[config.mk]
export PLATFORM = sky130hd
export DESIGN_NAME = astar_open_sort_top
export DESIGN_NICKNAME = d
export VERILOG_FILES = /design/src/rtl/astar_pkg.sv /design/src/rtl/astar_open_sort_top.sv /design/src/rtl/bubble_sorter.sv /design/src/rtl/octile_cost.sv /design/src/rtl/open_list_loader.sv /design/src/rtl/open_list_ram.sv
export VERILOG_INCLUDE_DIRS = /design/src /design/src/rtl
export SDC_FILE = /design/constraint.sdc
export NUM_CORES = 1
export LEC_CHECK = 0
export ABC_AREA = 1
export BUFFER_PORTS_ARGS = -buffer_cell sky130_fd_sc_hd__buf_2
export CAP_MARGIN = 20
export CORE_MARGIN = 2
export CORE_UTILIZATION = 30
export DETAILED_ROUTE_END_ITERATION = 10
export GPL_ROUTABILITY_DRIVEN = 0
export SYNTH_ARGS = -nofsm -noshare
export SYNTH_HDL_FRONTEND = slang
export SYNTH_SLANG_ARGS = --single-unit
[constraint.sdc]
create_clock -name Clk -period 7.4 [get_ports Clk]
set_clock_uncertainty 0.15 [all_clocks]
set_input_delay 1.85 -clock Clk [delete_from_list [all_inputs] [get_ports Clk]]
set_output_delay 1.85 -clock Clk [all_outputs]
set_load 0.02 [all_outputs]
[src/rtl/astar_defs.svh]
`ifndef ASTAR_DEFS_SVH
`define ASTAR_DEFS_SVH

////////////////////////////////////////////////////////////////////////////
// widths and list size
////////////////////////////////////////////////////////////////////////////

`define COORD_W     8     // one grid coordinate
`define COST_W      10    // goal part plus start part up to 720
`define OPEN_DEPTH  16    // open list entries
`define IDX_W       4     // entry index
`define COUNT_W     5     // fill count of 0 to 16

////////////////////////////////////////////////////////////////////////////
// diagonal factor (sqrt2 - 1) in fixed point
////////////////////////////////////////////////////////////////////////////

`define DIAG_NUM    106
`define DIAG_SHIFT  8     // 106/256 ~ 0.414

`endif

[src/rtl/astar_pkg.sv]
`include "astar_defs.svh"

package astar_pkg;

	// one open list entry
	// the list memory sees a flat word and the datapath sees x and y
	typedef union packed
	{
		logic [2*`COORD_W-1:0] raw;
		struct packed
		{
			logic [`COORD_W-1:0] x;   // high byte
			logic [`COORD_W-1:0] y;   // low byte
		} coord;
	} node_word_u;

endpackage

[src/rtl/astar_open_sort_top.sv]
`timescale 1ns/1ps
`include "astar_defs.svh"

module astar_open_sort_top import astar_pkg::*; (
	input  logic                Clk,
	input  logic                Reset,
	input  logic                node_valid,
	output logic                node_ready,
	input  logic [`COORD_W-1:0] node_x,
	input  logic [`COORD_W-1:0] node_y,
	input  logic [`COORD_W-1:0] start_x,
	input  logic [`COORD_W-1:0] start_y,
	input  logic [`COORD_W-1:0] goal_x,
	input  logic [`COORD_W-1:0] goal_y,
	input  logic                sort_start,
	output logic                out_valid,
	input  logic                out_ready,
	output logic [`COORD_W-1:0] out_x,
	output logic [`COORD_W-1:0] out_y,
	output logic [`COST_W-1:0]  out_cost,
	output logic                out_last,
	output logic                busy
);

	logic [`COUNT_W-1:0] count;
	logic                list_clear;
	logic                wr_en;
	logic [`IDX_W-1:0]   wr_idx;
	node_word_u          wr_word;
	logic [`COST_W-1:0]  wr_cost;
	logic [`IDX_W-1:0]   rd_idx;
	node_word_u          rd_word_a;
	logic [`COST_W-1:0]  rd_cost_a;
	logic [`COST_W-1:0]  rd_cost_b;
	logic                swap;
	logic [`IDX_W-1:0]   swap_idx;

	open_list_loader i_loader (
		.Clk        (Clk),
		.Reset      (Reset),
		.node_valid (node_valid),
		.node_ready (node_ready),
		.node_x     (node_x),
		.node_y     (node_y),
		.start_x    (start_x),
		.start_y    (start_y),
		.goal_x     (goal_x),
		.goal_y     (goal_y),
		.busy       (busy),
		.list_clear (list_clear),
		.count      (count),
		.wr_en      (wr_en),
		.wr_idx     (wr_idx),
		.wr_word    (wr_word),
		.wr_cost    (wr_cost)
	);

	open_list_ram i_ram (
		.Clk       (Clk),
		.Reset     (Reset),
		.wr_en     (wr_en),
		.wr_idx    (wr_idx),
		.wr_word   (wr_word),
		.wr_cost   (wr_cost),
		.swap      (swap),
		.swap_idx  (swap_idx),
		.rd_idx    (rd_idx),
		.rd_word_a (rd_word_a),
		.rd_cost_a (rd_cost_a),
		.rd_word_b (),             // sorter only compares costs of b
		.rd_cost_b (rd_cost_b)
	);

	bubble_sorter i_sorter (
		.Clk        (Clk),
		.Reset      (Reset),
		.sort_start (sort_start),
		.count      (count),
		.busy       (busy),
		.rd_idx     (rd_idx),
		.rd_word_a  (rd_word_a),
		.rd_cost_a  (rd_cost_a),
		.rd_cost_b  (rd_cost_b),
		.swap       (swap),
		.swap_idx   (swap_idx),
		.out_valid  (out_valid),
		.out_ready  (out_ready),
		.out_x      (out_x),
		.out_y      (out_y),
		.out_cost   (out_cost),
		.out_last   (out_last),
		.list_clear (list_clear)
	);

endmodule

[src/rtl/bubble_sorter.sv]
`timescale 1ns/1ps
`include "astar_defs.svh"

module bubble_sorter import astar_pkg::*; (
	input  logic                Clk,
	input  logic                Reset,
	input  logic                sort_start,
	input  logic [`COUNT_W-1:0] count,
	output logic                busy,
	output logic [`IDX_W-1:0]   rd_idx,
	input  node_word_u          rd_word_a,
	input  logic [`COST_W-1:0]  rd_cost_a,
	input  logic [`COST_W-1:0]  rd_cost_b,
	output logic                swap,
	output logic [`IDX_W-1:0]   swap_idx,
	output logic                out_valid,
	input  logic                out_ready,
	output logic [`COORD_W-1:0] out_x,
	output logic [`COORD_W-1:0] out_y,
	output logic [`COST_W-1:0]  out_cost,
	output logic                out_last,
	output logic                list_clear
);

	localparam logic [1:0] IDLE     = 2'd0;
	localparam logic [1:0] COMPARE  = 2'd1;
	localparam logic [1:0] PASS_END = 2'd2;
	localparam logic [1:0] EMIT     = 2'd3;

	logic [1:0]          state;
	logic [`IDX_W-1:0]   idx;
	logic                swapped;    // any swap in this pass
	logic [`COUNT_W-1:0] idx_next;
	logic                start_go;
	logic                pair_ok;
	logic                pair_last;
	logic                out_fire;

	assign idx_next  = {1'b0, idx} + 1'b1;
	assign pair_ok   = idx_next < count;            // entry i+1 is loaded
	assign pair_last = idx_next >= count - 1'b1;    // also ends a one-entry pass
	assign start_go  = sort_start && (state == IDLE) && (count != '0);
	assign busy      = (state != IDLE) || start_go; // blocks a load in the start cycle

	////////////////////////////////////////////////////////////////////////////
	// compare/swap and output datapath
	////////////////////////////////////////////////////////////////////////////

	assign rd_idx   = idx;
	assign swap_idx = idx;
	// strict compare keeps equal costs in load order
	assign swap     = (state == COMPARE) && pair_ok && (rd_cost_a > rd_cost_b);

	assign out_valid  = (state == EMIT);
	assign out_x      = rd_word_a.coord.x;
	assign out_y      = rd_word_a.coord.y;
	assign out_cost   = rd_cost_a;
	assign out_last   = out_valid && (idx_next == count);
	assign out_fire   = out_valid && out_ready;
	assign list_clear = out_fire && out_last;      // count drops with the final handshake

	////////////////////////////////////////////////////////////////////////////
	// pass control
	////////////////////////////////////////////////////////////////////////////

	always_ff @(posedge Clk or posedge Reset)
	begin
		if (Reset)
		begin
			state   <= IDLE;
			idx     <= '0;
			swapped <= 1'b0;
		end
		else
		begin
			case (state)
				IDLE:
				begin
					if (start_go)
					begin
						state   <= COMPARE;
						idx     <= '0;
						swapped <= 1'b0;
					end
				end
				COMPARE:
				begin
					if (swap)
						swapped <= 1'b1;
					if (pair_last)
						state <= PASS_END;
					else
						idx <= idx + 1'b1;
				end
				PASS_END:
				begin
					idx <= '0;
					if (swapped)
					begin
						swapped <= 1'b0;   // another pass
						state   <= COMPARE;
					end
					else
						state <= EMIT;     // list is in order
				end
				default:
				begin
					if (out_fire)
					begin
						if (out_last)
							state <= IDLE;
						else
							idx <= idx + 1'b1;
					end
				end
			endcase
		end
	end

	a_out_hold: assert property (@(posedge Clk) disable iff (Reset)
		out_valid && !out_ready |=> out_valid && $stable(out_x) && $stable(out_y)
			&& $stable(out_cost) && $stable(out_last));

endmodule

[src/rtl/octile_cost.sv]
`timescale 1ns/1ps
`include "astar_defs.svh"

module octile_cost (
	input  logic                Clk,
	input  logic                Reset,
	input  logic                in,
	input  logic [`COORD_W-1:0] x,
	input  logic [`COORD_W-1:0] y,
	input  logic [`COORD_W-1:0] start_x,
	input  logic [`COORD_W-1:0] start_y,
	input  logic [`COORD_W-1:0] goal_x,
	input  logic [`COORD_W-1:0] goal_y,
	output logic [`COST_W-1:0]  cost,
	output logic                cost_valid
);

	logic [`COST_W-1:0] to_goal;
	logic [`COST_W-1:0] to_start;

	// max(dx,dy) + min(dx,dy)*106/256
	function automatic logic [`COST_W-1:0] octile(
		input logic [`COORD_W-1:0] ax,
		input logic [`COORD_W-1:0] ay,
		input logic [`COORD_W-1:0] bx,
		input logic [`COORD_W-1:0] by
	);
		logic [`COORD_W-1:0]             dx;
		logic [`COORD_W-1:0]             dy;
		logic [`COORD_W-1:0]             d_hi;
		logic [`COORD_W-1:0]             d_lo;
		logic [`COORD_W+`DIAG_SHIFT-1:0] diag;
		dx   = (ax > bx) ? ax - bx : bx - ax;
		dy   = (ay > by) ? ay - by : by - ay;
		d_hi = (dx > dy) ? dx : dy;
		d_lo = (dx > dy) ? dy : dx;
		diag = d_lo * `DIAG_NUM;   // 255*106 fits 16 bits
		return `COST_W'(d_hi) + `COST_W'(diag >> `DIAG_SHIFT);
	endfunction

	assign to_goal  = octile(x, y, goal_x, goal_y);
	assign to_start = octile(x, y, start_x, start_y);

	always_ff @(posedge Clk or posedge Reset)
	begin
		if (Reset)
			cost_valid <= 1'b0;
		else
			cost_valid <= in;
	end

	always_ff @(posedge Clk)
	begin
		if (in)
			cost <= to_goal + to_start;   // each part <= 360
	end

endmodule

[src/rtl/open_list_loader.sv]
`timescale 1ns/1ps
`include "astar_defs.svh"

module open_list_loader import astar_pkg::*; (
	input  logic                Clk,
	input  logic                Reset,
	input  logic                node_valid,
	output logic                node_ready,
	input  logic [`COORD_W-1:0] node_x,
	input  logic [`COORD_W-1:0] node_y,
	input  logic [`COORD_W-1:0] start_x,
	input  logic [`COORD_W-1:0] start_y,
	input  logic [`COORD_W-1:0] goal_x,
	input  logic [`COORD_W-1:0] goal_y,
	input  logic                busy,
	input  logic                list_clear,
	output logic [`COUNT_W-1:0] count,
	output logic                wr_en,
	output logic [`IDX_W-1:0]   wr_idx,
	output node_word_u          wr_word,
	output logic [`COST_W-1:0]  wr_cost
);

	logic                accept;
	logic                cost_valid;
	logic [`COST_W-1:0]  cost;
	logic [`COUNT_W-1:0] fill;
	node_word_u          pend_word;

	assign fill       = count + `COUNT_W'(cost_valid);   // written plus in flight
	assign node_ready = !busy && (fill < `OPEN_DEPTH);
	assign accept     = node_valid && node_ready;

	octile_cost i_cost (
		.Clk        (Clk),
		.Reset      (Reset),
		.in         (accept),
		.x          (node_x),
		.y          (node_y),
		.start_x    (start_x),
		.start_y    (start_y),
		.goal_x     (goal_x),
		.goal_y     (goal_y),
		.cost       (cost),
		.cost_valid (cost_valid)
	);

	always_ff @(posedge Clk)
	begin
		if (accept)
		begin
			pend_word.coord.x <= node_x;   // waits one cycle for its cost
			pend_word.coord.y <= node_y;
		end
	end

	// writes land in load order, so the next slot is the count
	assign wr_en   = cost_valid;
	assign wr_idx  = count[`IDX_W-1:0];
	assign wr_word = pend_word;
	assign wr_cost = cost;

	always_ff @(posedge Clk or posedge Reset)
	begin
		if (Reset)
			count <= '0;
		else if (list_clear)
			count <= '0;
		else if (wr_en)
			count <= count + 1'b1;
	end

	a_no_write_full: assert property (@(posedge Clk) disable iff (Reset)
		wr_en |-> (count != `OPEN_DEPTH));

endmodule

[src/rtl/open_list_ram.sv]
`timescale 1ns/1ps
`include "astar_defs.svh"

module open_list_ram import astar_pkg::*; (
	input  logic               Clk,
	input  logic               Reset,
	input  logic               wr_en,
	input  logic [`IDX_W-1:0]  wr_idx,
	input  node_word_u         wr_word,
	input  logic [`COST_W-1:0] wr_cost,
	input  logic               swap,
	input  logic [`IDX_W-1:0]  swap_idx,
	input  logic [`IDX_W-1:0]  rd_idx,
	output node_word_u         rd_word_a,
	output logic [`COST_W-1:0] rd_cost_a,
	output node_word_u         rd_word_b,
	output logic [`COST_W-1:0] rd_cost_b
);

	logic [2*`COORD_W-1:0] word_mem [`OPEN_DEPTH];
	logic [`COST_W-1:0]    cost_mem [`OPEN_DEPTH];
	logic [`IDX_W-1:0]     rd_idx_b;
	logic [`IDX_W-1:0]     swap_idx_b;

	assign rd_idx_b   = rd_idx + 1'b1;
	assign swap_idx_b = swap_idx + 1'b1;

	// neighbour pair read without a clock
	assign rd_word_a.raw = word_mem[rd_idx];
	assign rd_cost_a     = cost_mem[rd_idx];
	assign rd_word_b.raw = word_mem[rd_idx_b];
	assign rd_cost_b     = cost_mem[rd_idx_b];

	always_ff @(posedge Clk)
	begin
		if (wr_en)
		begin
			word_mem[wr_idx] <= wr_word.raw;
			cost_mem[wr_idx] <= wr_cost;
		end
		else if (swap)
		begin
			word_mem[swap_idx]   <= word_mem[swap_idx_b];   // exchange word and cost together
			word_mem[swap_idx_b] <= word_mem[swap_idx];
			cost_mem[swap_idx]   <= cost_mem[swap_idx_b];
			cost_mem[swap_idx_b] <= cost_mem[swap_idx];
		end
	end

	// loading and sorting never overlap
	a_no_wr_swap: assert property (@(posedge Clk) disable iff (Reset)
		!(wr_en && swap));

endmodule

# After elaboration in Yosys (flattened, before gate mapping)
# Memories as Yosys holds them, arrays and structs flattened.
# Index checks and enable logic that the tools add are counted.
# totals
elab_cells	104
out_inout_bits	30
ram_bits	416
n_memories	2
register_bits	39
# op_classes
mul	2
n_mux	35
n_addsub	16
eq_ne	9
order_cmp	10
reduce_logical	23
# mem_list
name	depth	word_bits	read_ports	rd_ports_with_merged_regs	write_ports	line_no	text
i_ram.word_mem	16	16	2	0	2	open_list_ram.sv:20	logic [2*`COORD_W-1:0] word_mem [`OPEN_DEPTH];
i_ram.cost_mem	16	10	2	0	2	open_list_ram.sv:21	logic [`COST_W-1:0] cost_mem [`OPEN_DEPTH];
# op_table
operator	n
two-way mux 8 bit	8
subtractor 8 bit	8
> comparator 8 bit	6
multiplier 8 x 6 -> 14 bit (second input constant)	2
two-way mux 4 bit	6
adder 8 x 7 -> 9 bit	2
two-way mux 16 bit	1
OR reduction 16 bit	1
case mux 4 bit (3 select lines)	1
adder 9 x 9 -> 10 bit	1
> comparator 10 bit	1
two-way mux 10 bit	1
two-way mux 2 bit	5
two-way mux 5 bit	2
OR reduction 10 bit	1
logical AND 1 bit	9
two-way mux 1 bit	9
AND reduction 4 bit	2
nonzero test 4 bit	2
case mux 2 bit (3 select lines)	1
adder 4 x 1 -> 5 bit (second input constant)	1
adder 5 x 1 -> 5 bit	1
adder 5 x 1 -> 5 bit (second input constant)	1
equality test 5 bit	1
other kinds (18)	22

# Logic depth before layout (Yosys ltp)
# depth
word_depth	9
ltp_mapped	55
mapped_depth_nobuf	55

# Cells and area by module
# From an unflattened synthesis, not the netlist that was laid out.
# unflattened
cells_unflattened	6506
area_unflattened_um2	43708.2
# by_module_without_submodules
mod	area_per_inst_um2	n_inst	cells_per_inst
open_list_ram	35112.4	1	5317
octile_cost	6384.9	1	921
bubble_sorter	1378.8	1	205
open_list_loader	832.0	1	63

# Worst setup path before layout
# No wires, ideal clock.
# synth_path
path_kind	input to register
start	input port node_y[0]
end	register i_loader.i_cost.cost[7] (data pin)
setup_time_ps	257
arrival_time_ps	9526
slack_ps	-2534
cell_stages	45
cell_sequence	inv_1 > ha_1 > inv_1 > fa_1 > nand2_1 > nand2_1 > nand3_2 > nand2_2 > nand2_4 > mux2i_1 > o22ai_1 > a21oi_1 > o211ai_1 > xor2_1 > ha_1 > nand2_1 > nor2_1 > nand2_1 > [9 not listed] > fa_1 > inv_1 > ha_1 > a21oi_1 > nand2_2 > xnor2_1 > fa_1 > fa_1 > inv_1 > ha_1 > inv_1 > fa_1 > o21ai_0 > a21oi_1 > nor2_1 > nor2_1 > nor2_1 > nor2_1
# synth_via
elab_chain_len	7
word_cells_on_any_way	19
# synth_rtl
element	line_no	text
start, declared	astar_open_sort_top.sv:10	input logic [`COORD_W-1:0] node_y,
subtractor 8 bit / > comparator 8 bit (equally long branches)	octile_cost.sv:34	dy = (ay > by) ? ay - by : by - ay;
two-way mux 8 bit	octile_cost.sv:34	
> comparator 8 bit	octile_cost.sv:35, octile_cost.sv:36	
two-way mux 8 bit	octile_cost.sv:36	d_lo = (dx > dy) ? dy : dx;
multiplier 8 x 6 -> 14 bit (no line)	-	
adder 8 x 7 -> 9 bit (no line)	-	
adder 9 x 9 -> 10 bit (*)	octile_cost.sv:55	cost <= to_goal + to_start;
end signal, assigned	octile_cost.sv:55	
end, declared	octile_cost.sv:14	output logic [`COST_W-1:0] cost,
# Every way passes the cells marked *; elsewhere a longest branch is shown, timed or not.
# A chain may end at the register's enable or synchronous reset.

# Worst setup path after layout
# layout_path
start	input port node_y[0]
end	register i_loader.i_cost.cost[8] (data pin)
# Same word-level chain as after synthesis.

==> out/metrics.csv <==
stage,metric,value,unit
status,result of the run,finished with violations,
status,violated checks,setup timing,
logic_synthesis,number of storage elements in the synthesis netlist,455,
timing,pins over their slew limit,0,
logic_synthesis,mux cell area share after synthesis,0.1228,%
worst_setup_path,number of cells on the worst reg-to-reg path,23,
final_layout,net count of the finished layout,4455,
logic_synthesis,post-synthesis sequential area ratio,41.70,%
drt,post-detailed-route count of antenna-violating nets,0,
floorplanning,top-level I/O count,83,
timing,Fmax,109.3,MHz
floorplanning,die boundary width,333.7,um
timing,pin slew with the least headroom to its limit,1.032,ns
drt,detailed-route vias per instance,5.379,
logic_synthesis,number of distinct library cell variants in the gate-level netlist after synthesis,58,
final_layout,fillcell total,10800,
logic_synthesis,Yosys warnings,0,
grt,all-layer global routing usage,20.81,%
logic_synthesis,XOR/XNOR Fraction of Synth Area,1.416,%
hold_path,end point of the most critical hold path,i_sorter.swapped,
drt,DR iter-0 viols,3485,
worst_setup_path,Worst Path Buf+Inv,9,
grt,vias in the first global route,28330,
timing,setup repair after global routing missed its margin,yes,
clock_network,clock network latency to the later pin of the worst-skew pair,0.62,ns
drt,number of DRC violations after detailed routing,0,
clock_network,TritonCTS clock tree,built,
worst_setup_path,WP data required,7.62,ns
clock_network,CTS root buffer,sky130_fd_sc_hd__clkbuf_16,
logic_synthesis,Synth async-reset ratio,2.857,%
logic_synthesis,"basic-gate share of the synthesized area counting and, or, nand and nor cells",13.63,%
timing,Hold Slack,0.3931,ns
final_layout,final cell area excluding filler cells,39540,um2
floorplanning,core area,107500,um2
worst_setup_path,worst setup path category,in -> reg,
timing,number of hold-slack violations in the final timing report,0,
floorplanning,vertical extent of the die,333.7,um
final_layout,fraction of final layout cells sized beyond drive strength 1,21.30,%
place,buffers added on ports,82,
clock_network,clock tree sinks,455,
worst_setup_path,signal arrival time at the worst endpoint,9.37,ns
drt,Via Count,30300,
timing,Relative slew margins,31.17,%
logic_synthesis,number of instances in the synthesized netlist,3949,
clock_network,maximum buffer depth of the clock tree,3,
worst_setup_path,crit start category,input port,
hold_path,cell depth of the worst hold path,2,
worst_setup_path,R2R Path Start,i_sorter.rd_idx[1],
final_layout,highest-count cells in the layout ignoring fill and taps,"743 x sky130_fd_sc_hd__o21ai_0, 639 x sky130_fd_sc_hd__nand2_1, 442 x sky130_fd_sc_hd__edfxtp_1",
clock_network,Hold Buf Count CTS,0,
worst_setup_path,crit end category,register,
final_layout,final core utilization,36.78,%
floorplanning,die area,111300,um2
timing,Tcrit/Tclk final,123.7,%
worst_setup_path,"Largest delay share family, worst path",adder cells,
place,Final HPWL DP,76310,um
drt,wire length after detailed routing,120600,um
floorplanning,starting density of the core,30.33,%
worst_setup_path,crit path launch,node_y[0],
timing,"Min Clock Period, post-route",9.152,ns
place,Placed Instance Area,36800,um2
timing,number of failing setup endpoints in the final timing report,10,
worst_setup_path,worst-case register-to-register setup slack,0.68,ns
final_layout,Area growth syn-to-layout,21.26,%
final_layout,most common library cell in the layout ignoring fill and taps,sky130_fd_sc_hd__o21ai_0,
hold_path,path type of the worst min-delay path,reg -> reg,
grt,largest net degree at the start of global routing,106,
grt,first-pass GRT wire length,177300,um
worst_setup_path,Reg-to-Reg End,i_ram.word_mem[12][12],
job,max-cap viol count,0,
grt,number of antenna violations at the first check in global routing,1,
clock_network,clk slew on worst S/H paths,0.06,ns
logic_synthesis,main combinational cell family by area after synthesis,compound AO/OA/AOI/OAI gates,
floorplanning,Cell Rows,120,
logic_synthesis,leading register cell type out of synthesis,sky130_fd_sc_hd__edfxtp_1,
logic_synthesis,Synthesized Nets,4214,
grt,GRT overflow,0,
drt,routed len/inst,21.40,um
timing,post-route setup slack,-1.752,ns
logic_synthesis,"EDFF count, synth",442,
logic_synthesis,post-synthesis adder-cell area fraction,9.033,%
logic_synthesis,Synth Area in Compound Gates,25.09,%
hold_path,Hold Path Origin,i_sorter.swapped,
drt,number of search-and-repair iterations in the first detailed-routing pass,6,
clock_network,number of buffers created by CTS,50,
clock_network,total number of H-tree levels,2,
worst_setup_path,slowest cell on the critical path,sky130_fd_sc_hd__fa_1,
logic_synthesis,synthesized area,32610,um2
worst_setup_path,cell type with the highest occurrence count on the critical path,sky130_fd_sc_hd__nand2_2,
worst_setup_path,Crit Path Max Fanout,4,
worst_setup_path,delay of the slowest critical-path stage,0.60,ns
final_layout,Inserted Diodes,0,
logic_synthesis,Post-Syn Area per Cell,8.257,um2
[synth_stat cells (11+ instances only)]
cell                        count  share of area (%)
sky130_fd_sc_hd__o21ai_0      771                 12
sky130_fd_sc_hd__nand2_1      670                7.7
sky130_fd_sc_hd__edfxtp_1     442                 41
sky130_fd_sc_hd__inv_1        415                4.8
sky130_fd_sc_hd__a21oi_1      279                4.3
sky130_fd_sc_hd__nor2_1       192                2.2
sky130_fd_sc_hd__ha_1         173                6.6
sky130_fd_sc_hd__clkbuf_1     163                1.9
sky130_fd_sc_hd__o21ai_1      113                1.7
sky130_fd_sc_hd__buf_2        106                1.6
sky130_fd_sc_hd__nand3_1       75                1.2
sky130_fd_sc_hd__o2111ai_1     50                1.3
sky130_fd_sc_hd__or2_2         44               0.84
sky130_fd_sc_hd__fa_1          39                2.4
sky130_fd_sc_hd__o221ai_1      38                1.0
sky130_fd_sc_hd__xor2_1        34               0.91
sky130_fd_sc_hd__o211ai_1      30               0.69
sky130_fd_sc_hd__o21ai_2       28               0.75
sky130_fd_sc_hd__buf_1         19               0.22
sky130_fd_sc_hd__nand2_2       18               0.35
sky130_fd_sc_hd__o31ai_1       18               0.41
sky130_fd_sc_hd__a22o_1        17               0.46
sky130_fd_sc_hd__a221oi_1      15               0.40
sky130_fd_sc_hd__xnor2_1       15               0.40
sky130_fd_sc_hd__nand3b_1      14               0.32
sky130_fd_sc_hd__a211oi_1      13               0.30
sky130_fd_sc_hd__dfrtp_1       13                1.0
sky130_fd_sc_hd__inv_2         13               0.15
sky130_fd_sc_hd__nor3_1        13               0.20
sky130_fd_sc_hd__o31ai_2       13               0.50
sky130_fd_sc_hd__a31oi_1       12               0.23
sky130_fd_sc_hd__buf_4         11               0.25
[worst reg2reg max path: stages (launching register included)]
cell and delay, ns:
sky130_fd_sc_hd__dfrtp_4 0.73, sky130_fd_sc_hd__inv_2 0.13, sky130_fd_sc_hd__ha_4 0.83, sky130_fd_sc_hd__buf_4 0.58
sky130_fd_sc_hd__a21oi_1 0.08, sky130_fd_sc_hd__o21ai_0 0.13, sky130_fd_sc_hd__a21oi_1 0.11, sky130_fd_sc_hd__nor4_2 0.61
sky130_fd_sc_hd__ha_1 0.37, sky130_fd_sc_hd__nand2_1 0.09, sky130_fd_sc_hd__nor3_1 0.06, sky130_fd_sc_hd__nand4_1 0.11
sky130_fd_sc_hd__nand3_1 0.09, sky130_fd_sc_hd__nor3_1 0.15, sky130_fd_sc_hd__nand2_1 0.10, sky130_fd_sc_hd__nor2_1 0.10
sky130_fd_sc_hd__buf_4 0.24, sky130_fd_sc_hd__inv_2 0.13, sky130_fd_sc_hd__nor2_1 0.18, sky130_fd_sc_hd__inv_1 0.10
sky130_fd_sc_hd__nor2_1 0.37, sky130_fd_sc_hd__inv_2 0.36, sky130_fd_sc_hd__o21ai_4 0.28, sky130_fd_sc_hd__buf_12 0.30
[cell type report]
type	instances	area [um2]	share of cell area, %
multi-input combinational	2761	17230	43.59
clock buffer	62	1318	3.332
sequential	455	13610	34.42
timing repair buffer	490	3671	9.285
tap	1403	1755	4.440
inverter	432	1642	4.152
clock inverter	30	311.5	0.7879
[state kept, by name, summed over array words and instances, names as in the netlist]
register / cells
i_sorter.rd_idx: 4
i_loader.count: 5
i_loader.wr_word: 16
i_ram.cost_mem: 160
i_sorter.state: 2
i_loader.i_cost.cost: 10
i_loader.i_cost.cost_valid: 1
i_ram.word_mem: 256
i_sorter.swapped: 1
[metrics by stage]
| step | cells | setup WS, ns | setup TNS, ns |
|---|---|---|---|
| 3_5_place_dp | 5496 | -2.483 | -20.71 |
| 6_report | 5633 | -1.752 | -13.92 |
| 2_1_floorplan | 3949 | -2.034 | -15.98 |
| 3_3_place_gp | 5496 | -2.357 | -19.51 |
| 5_1_grt | 5633 | -2.204 | -17.47 |
| 4_1_cts | 5610 | -1.655 | -12.69 |
[cell families (layout without fill, tap and decap cells)]
| family | count (synthesis) | in the layout |
|---|---|---|
| fa+ha+maj | 212 | 212 |
| mux | 4 | 4 |
| compound gates | 1436 | 1436 |
| simple gates | 1058 | 1058 |
| flops | 455 | 455 |
| xor+xnor | 51 | 51 |
| buf+inv | 733 | 1014 |
[layer usage]
metal / wire length [um] / track usage, %
met4: 4711 / 7.916
met2: 56580 / 34.76
met5: 0 / 0
met3: 10750 / 2.925
met1: 48540 / 27.25
[timing repair]
item                                    in CTS  in global routing
pin swaps                                   32                 83
resized for setup                           47                109
setup buffers                               24                 22
endpoints found under the setup margin      10                 10
cloned                                       0                  2
[how the worst max path moves through the flow]
stage	to	slack [ns]	cells past startpoint
2_1_floorplan	i_loader.i_cost.cost[8]	-2.03	47
3_3_place_gp	i_loader.i_cost.cost[8]	-2.36	47
3_5_place_dp	i_loader.i_cost.cost[8]	-2.48	46
4_1_cts	i_loader.i_cost.cost[9]	-1.65	45
5_1_grt	i_loader.i_cost.cost[8]	-2.20	54
6_report	i_loader.i_cost.cost[8]	-1.75	48
Power is left out: the tool's default activity adds up to more than one toggle a clock period on the data nets, which glitch-free logic cannot reach.
